===== config.mk =====
export PLATFORM = sky130hd
export DESIGN_NAME = shift_add_mult
export DESIGN_NICKNAME = d
export VERILOG_FILES = /design/src/logic/mult_pkg.sv /design/src/logic/mult_control.sv /design/src/logic/mult_datapath.sv /design/src/logic/multiplier_scan.sv /design/src/logic/shift_add_mult.sv
export SDC_FILE = /design/constraint.sdc
export NUM_CORES = 1
export LEC_CHECK = 0
export BUFFER_PORTS_ARGS = -buffer_cell sky130_fd_sc_hd__buf_2
export CAP_MARGIN = 0
export CORE_ASPECT_RATIO = 1.25
export CORE_MARGIN = 10
export CORE_UTILIZATION = 35
export DETAILED_ROUTE_END_ITERATION = 8
export PLACE_DENSITY = 0.61
export SLEW_MARGIN = 20
export SYNTH_ARGS = -nofsm -noshare
export SYNTH_HDL_FRONTEND = slang
export SYNTH_SLANG_ARGS = --single-unit
export TNS_END_PERCENT = 100

===== constraint.sdc =====
create_clock -name clk -period 5.7 [get_ports clk]
set_input_delay 0.57 -clock clk [delete_from_list [all_inputs] [get_ports clk]]
set_output_delay 0.57 -clock clk [all_outputs]
set_load 0.02 [all_outputs]

===== src/logic/mult_pkg.sv =====
package mult_pkg;

    // operand and result widths
    localparam int OP_WIDTH   = 16;
    localparam int PROD_WIDTH = 32;

    // one accumulate step per multiplier bit
    localparam int STEP_COUNT = 16;
    localparam int STEP_WIDTH = $clog2(STEP_COUNT);

    // two's-complement operands
    typedef logic signed [OP_WIDTH-1:0] operand_t;

    // accumulator and final product
    typedef logic signed [PROD_WIDTH-1:0] product_t;

    // step counter, 0 to 15
    typedef logic [STEP_WIDTH-1:0] step_t;

    // controller to datapath
    typedef struct packed {
        // capture both operands
        logic load;
        // zero accumulator and counter
        logic clear;
        // add partial product, advance counter
        logic step;
        // sign bit of multiplier, subtract instead of add
        logic last_step;
    } mult_ctrl_t;

    // controller states
    typedef enum logic [1:0] {
        IDLE = 2'b00,
        RUN  = 2'b01,
        DONE = 2'b10
    } mult_state_t;

endpackage


===== src/logic/mult_control.sv =====
module mult_control
    import mult_pkg::*;
(
    input  logic       clk,
    input  logic       n_rst,

    input  logic       start,
    input  logic       step_last,

    output mult_ctrl_t ctrl,
    output logic       busy,
    output logic       done
);

    mult_state_t state_q;
    mult_state_t state_d;
    logic        accept;

    // start only counts when not running
    always_comb begin
        case (state_q)
            IDLE:    accept = start;
            DONE:    accept = start;
            default: accept = 1'b0;
        endcase
    end

    // next state
    always_comb begin
        state_d = state_q;
        case (state_q)
            IDLE: begin
                if (accept) begin
                    state_d = RUN;
                end
            end
            RUN: begin
                // counter at 15 means this is the sign bit step
                if (step_last) begin
                    state_d = DONE;
                end
            end
            DONE: begin
                if (accept) begin
                    state_d = RUN;
                end else begin
                    state_d = IDLE;
                end
            end
            default: begin
                state_d = IDLE;
            end
        endcase
    end

    always_ff @(posedge clk or negedge n_rst) begin
        if (!n_rst) begin
            state_q <= IDLE;
        end else begin
            state_q <= state_d;
        end
    end

    // outputs
    always_comb begin
        ctrl           = '0;
        busy           = 1'b0;
        done           = 1'b0;
        ctrl.load      = accept;
        ctrl.clear     = accept;
        case (state_q)
            RUN: begin
                busy           = 1'b1;
                ctrl.step      = 1'b1;
                ctrl.last_step = step_last;
            end
            DONE: begin
                done = 1'b1;
            end
            default: begin
                busy = 1'b0;
            end
        endcase
    end

endmodule


===== src/logic/mult_datapath.sv =====
module mult_datapath
    import mult_pkg::*;
(
    input  logic       clk,
    input  logic       n_rst,

    input  mult_ctrl_t ctrl,

    input  operand_t   multiplicand,
    input  operand_t   multiplier,

    output logic       step_last,
    output product_t   product
);

    operand_t mcand_q;
    product_t mcand_ext;
    product_t partial;
    product_t partial_signed;
    product_t partial_shifted;
    product_t acc_q;
    product_t acc_d;
    step_t    count_q;
    step_t    count_d;
    logic     scan_bit;

    // multiplicand holds for the whole operation
    always_ff @(posedge clk) begin
        if (ctrl.load) begin
            mcand_q <= multiplicand;
        end
    end

    // multiplier bits, lsb first
    multiplier_scan scan0 (
        .clk      (clk),
        .n_rst    (n_rst),
        .load     (ctrl.load),
        .shift    (ctrl.step),
        .value    (multiplier),
        .scan_bit (scan_bit)
    );

    // sign extend to product width
    assign mcand_ext = product_t'(mcand_q);

    // select multiplicand or zero
    always_comb begin
        if (ctrl.step && scan_bit) begin
            partial = mcand_ext;
        end else begin
            partial = '0;
        end
    end

    // the sign bit weighs -2^15, so subtract on the last step
    always_comb begin
        if (ctrl.last_step) begin
            partial_signed = -partial;
        end else begin
            partial_signed = partial;
        end
    end

    // weight by bit position
    assign partial_shifted = partial_signed <<< count_q;

    // counter and accumulator next values
    always_comb begin
        count_d = count_q;
        acc_d   = acc_q;
        if (ctrl.clear) begin
            count_d = '0;
            acc_d   = '0;
        end else if (ctrl.step) begin
            count_d = count_q + step_t'(1);
            acc_d   = acc_q + partial_shifted;
        end
    end

    always_ff @(posedge clk or negedge n_rst) begin
        if (!n_rst) begin
            count_q <= '0;
            acc_q   <= '0;
        end else begin
            count_q <= count_d;
            acc_q   <= acc_d;
        end
    end

    // counter at its final value
    assign step_last = (count_q == step_t'(STEP_COUNT - 1));

    // holds after done until next clear
    assign product = acc_q;

endmodule


===== src/logic/multiplier_scan.sv =====
module multiplier_scan
    import mult_pkg::*;
(
    input  logic     clk,
    input  logic     n_rst,

    input  logic     load,
    input  logic     shift,
    input  operand_t value,

    output logic     scan_bit
);

    operand_t scan_q;
    operand_t scan_d;

    // load wins over shift
    always_comb begin
        if (load) begin
            scan_d = value;
        end else if (shift) begin
            scan_d = {1'b0, scan_q[OP_WIDTH-1:1]};
        end else begin
            scan_d = scan_q;
        end
    end

    always_ff @(posedge clk or negedge n_rst) begin
        if (!n_rst) begin
            scan_q <= '0;
        end else begin
            scan_q <= scan_d;
        end
    end

    // bit for the step about to run
    assign scan_bit = scan_q[0];

endmodule


===== src/logic/shift_add_mult.sv =====
module shift_add_mult
    import mult_pkg::*;
(
    input  logic     clk,
    input  logic     n_rst,
    input  logic     start,

    input  operand_t multiplicand,
    input  operand_t multiplier,

    output logic     busy,
    output logic     done,
    output product_t product
);

    mult_ctrl_t ctrl;
    logic       step_last;

    // sequencing
    mult_control control0 (
        .clk       (clk),
        .n_rst     (n_rst),
        .start     (start),
        .step_last (step_last),
        .ctrl      (ctrl),
        .busy      (busy),
        .done      (done)
    );

    // operands, scan and accumulator
    mult_datapath datapath0 (
        .clk          (clk),
        .n_rst        (n_rst),
        .ctrl         (ctrl),
        .multiplicand (multiplicand),
        .multiplier   (multiplier),
        .step_last    (step_last),
        .product      (product)
    );

endmodule


==> run summary <==
Setup violations remaining at the end of the flow were counted as 0. The number of enable flip-flop cells after synthesis is 16. Type of the worst setup path: reg -> reg. The number of warning messages in the yosys log was 0; the placeable core area was 16,200 um2. For the pin with the worst max-slew slack, the measured transition is 0.728 ns.

The global route total overflow was 0. The worst hold-check slack came out at 0.351 ns. For the antenna diode count, the log shows 0.

The routed design has 16,600 um of wire. The CTS clock-pin slew for the worst setup and hold paths is 0.06 ns, and the top-area cell type share of the netlist area is 0.234. The tools report the total global routing track utilization as 0.154. The number of clock buffers added by TritonCTS is 9.

The area growth from synthesis to layout is 17.3%. Dividing the detail-routed via count by the number of cells gives 5.53. The initial antenna violation count came out at 0. The count of final hold-check violations is 0, and the count of TritonRoute iterations in the first routing pass is 4. The final cell utilization of the core is 0.418.

The class of the tightest hold or removal check was in -> async. At the end of routability-driven placement, the weighted congestion stood at 0.908. In the final timing run, aggregate negative setup slack is 0 ns. Final number of max-transition violations: 0. STA classifies the critical path startpoint as a flip-flop. The die is 135 um wide. Among cell families on the critical path, the largest total delay comes from compound AO/OA/AOI/OAI gates. The maximum buffer depth of the clock tree came out at 2. In the final design database the tool counted 830 nets.

Initial core utilization: 0.356. Dominant cell by count in the synthesized netlist: nand2_1. The tool flagged a number of max-cap violations equal to 0. The worst register-to-register path has a setup slack of 0.32 ns. Together, buffers and inverters on the worst path number 3. The tools report the overall via count from detail_route as 5,394. The count of unique library cells instantiated by Yosys was 75; the count of input and output buffers was 68.

The post-detailed-route wirelength per cell was 17.0 um. The final worst-path cycle share came out at 0.944. The clock drives 70 sinks.

For the cell area after technology mapping, the log shows 5770 um2. The post-synth net total is 767, and the fraction of registers with async set/reset is 0.771. The run gives 0 as the number of hold-repair buffers added at the cts stage. Worst-path cell with the longest stage delay: or4_4. The maximum achievable frequency was 186 MHz; the number of nets still failing antenna checks after routing was 0. The number of global-route vias before repair was 5,398; the number of design-rule violations left by the first detailed-router iteration was 365. Ranked by total cell area, the synthesized netlist is headed by dfrtp_1 23%, ha_1 8.5%, edfxtp_1 8.3%. Setup repair after global routing left no endpoint under its margin. In this run the critical register-to-register path is captured at datapath0.product[29]. The run finished with clean final reports. The clock reaches the later pin of the worst-skew pair after 0.36 ns.

Synthesis handed over a netlist of 692 instances. In the routed design, unresolved DRC markers number 0. Measured in cells, the most critical reg-to-reg path has a length of 21.

The number of ports placed on the die boundary came out at 69. The run gives 5.61 ns as the data arrival time of the critical path. The wire-length estimate of the detail-placed layout is 12,300 um. The worst slew margin relative to its limit was 0.515; the sequential area share after synthesis was 0.318.

CTS built an H-tree with a depth of 3. By count the netlist is led by 92 x nand2_1, 58 x nor2_1, 54 x dfrtp_1. Clock skew on the completed layout was measured at 0.00860 ns.

Of all nets on the critical path, the largest fanout is 6. Nature of the critical path endpoint: a flip-flop. The die boundary height is 163 um.

After floorplanning, the core was divided into 52 placement rows. Synthesis inferred 70 register bits. The floorplan die area was 22,000 um2; the final period demand of the worst path was 5.38 ns. Entering global routing, the biggest net connects 55 pins. The dominant register cell in the synthesized netlist is dfrtp_1.

The logs give 5.94 ns for the data required time at the worst endpoint and 27,600 um for the global-route wire length before repair. The stage delay of the slowest cell on the critical path works out to 0.56 ns. TritonCTS built the clock tree. The signal on the critical path passes through or4_4 -> o41a_1 -> or2_2 -> ha_1 -> o211a_1 -> a2bb2oi_1 -> buf_4 -> mux2i_1 -> mux2i_1 -> ha_1 -> nand4_1 -> nor2_1 -> a221oi_1 -> nand2_1 -> o211ai_1 -> buf_4 -> buf_4 -> a31oi_1 -> o21ai_0 -> mux2i_1 -> nand2_1.

The proportion of layout cells with a drive suffix above 1 works out to 0.171. The cell type with the highest aggregate area in the netlist was dfrtp_1. The tools report the worst reg2reg path startpoint as datapath0.mcand_q[2]. The tools report the root buffer selected by CTS as clkbuf_16. The synthesized area divided by synthesized cell count is 8.33 um2.
[placed cells by master (no fill, tap or decap), types with 8 or more instances in the layout]
cell       count
nand2_1       92
a21oi_1       46
or3_1          8
edfxtp_1      16
nor3_1        20
a31oi_1       10
mux2i_1       23
o211ai_1       8
clkbuf_16     10
inv_1         15
a22oi_1       17
ha_1          39
o21ai_0       51
a211oi_1      11
xnor2_1       12
a22o_1        10
dfrtp_1       54
a21o_1        16
buf_2         68
buf_4         23
nor2_1        57
nand3_1       11
xor2_1        16
[flip-flops by register name (all words and copies together), names as in the netlist]
signal and cells:
datapath0.product 32, datapath0.mcand_q 16, datapath0.scan0.scan_q 16, datapath0.count_q 4
control0.state_q 2
[worst max-delay path by stage]
stage / from / end / slack [ns] / cells after the start
2_1_floorplan: control0.state_q[1] / datapath0.product[31] / 0.65 / 24
3_3_place_gp: datapath0.mcand_q[3] / datapath0.product[31] / 0.37 / 19
3_5_place_dp: datapath0.mcand_q[3] / datapath0.product[31] / 0.21 / 18
4_1_cts: datapath0.mcand_q[2] / datapath0.product[31] / 0.16 / 18
5_1_grt: datapath0.mcand_q[3] / datapath0.product[31] / 0.01 / 20
6_report: datapath0.mcand_q[2] / datapath0.product[29] / 0.32 / 21
[per-stage QoR]
step	area (um2)	instances	setup slack [ns]
after floorplan	5770	692	0.647
after global placement	6350	952	0.373
after detailed placement	6350	952	0.210
after CTS	6670	968	0.163
after global routing	6770	976	0.0101
final	6770	976	0.321
[final cells by class]
class                   count  area, um2
flip-flops and latches     70       1830
fillers                  1637       9440
clock inverters             5       63.8
clock buffers              11        254
well taps                 216        270
inverters                  20       75.1
multi-input cells         563       3760
repair buffers             91        513
[timing repair]
action	4_1_cts	5_1_grt
resized for setup	0	7
setup buffers	0	8
endpoints found under the setup margin	0	3
[worst reg2reg max path: stages (launching register included)]
cell and delay [ns]:
edfxtp_1 0.44, or4_4 0.56, o41a_1 0.43, or2_2 0.33
ha_1 0.31, o211a_1 0.22, a2bb2oi_1 0.27, buf_4 0.18
mux2i_1 0.09, mux2i_1 0.23, ha_1 0.34, nand4_1 0.21
nor2_1 0.06, a221oi_1 0.26, nand2_1 0.11, o211ai_1 0.30
buf_4 0.18, buf_4 0.09, a31oi_1 0.10, o21ai_0 0.27
mux2i_1 0.21, nand2_1 0.06
[kinds of logic after synthesis]
kind of cell / count (synthesis) / synth area share
AO/OA/AOI/OAI: 227 / 0.261
flip-flops: 70 / 0.318
AND/OR/NAND/NOR: 237 / 0.191
buffers and inverters: 59 / 0.0388
XOR/XNOR: 28 / 0.0425
multiplexers: 31 / 0.0608
adder cells (fa/ha/maj): 40 / 0.0881
[metal layers]
layer  part of all wire  global-route usage  vias to the layer above
li1                   -                   -                     2703
met1               0.45               0.190                     2561
met2               0.49               0.257                      112
met3              0.034              0.0240                       18
met4              0.024              0.0728                        0
met5                  0                   0                        -
Power is left out: the tool's default activity adds up to more than one toggle a clock period on the data nets, which glitch-free logic cannot reach.
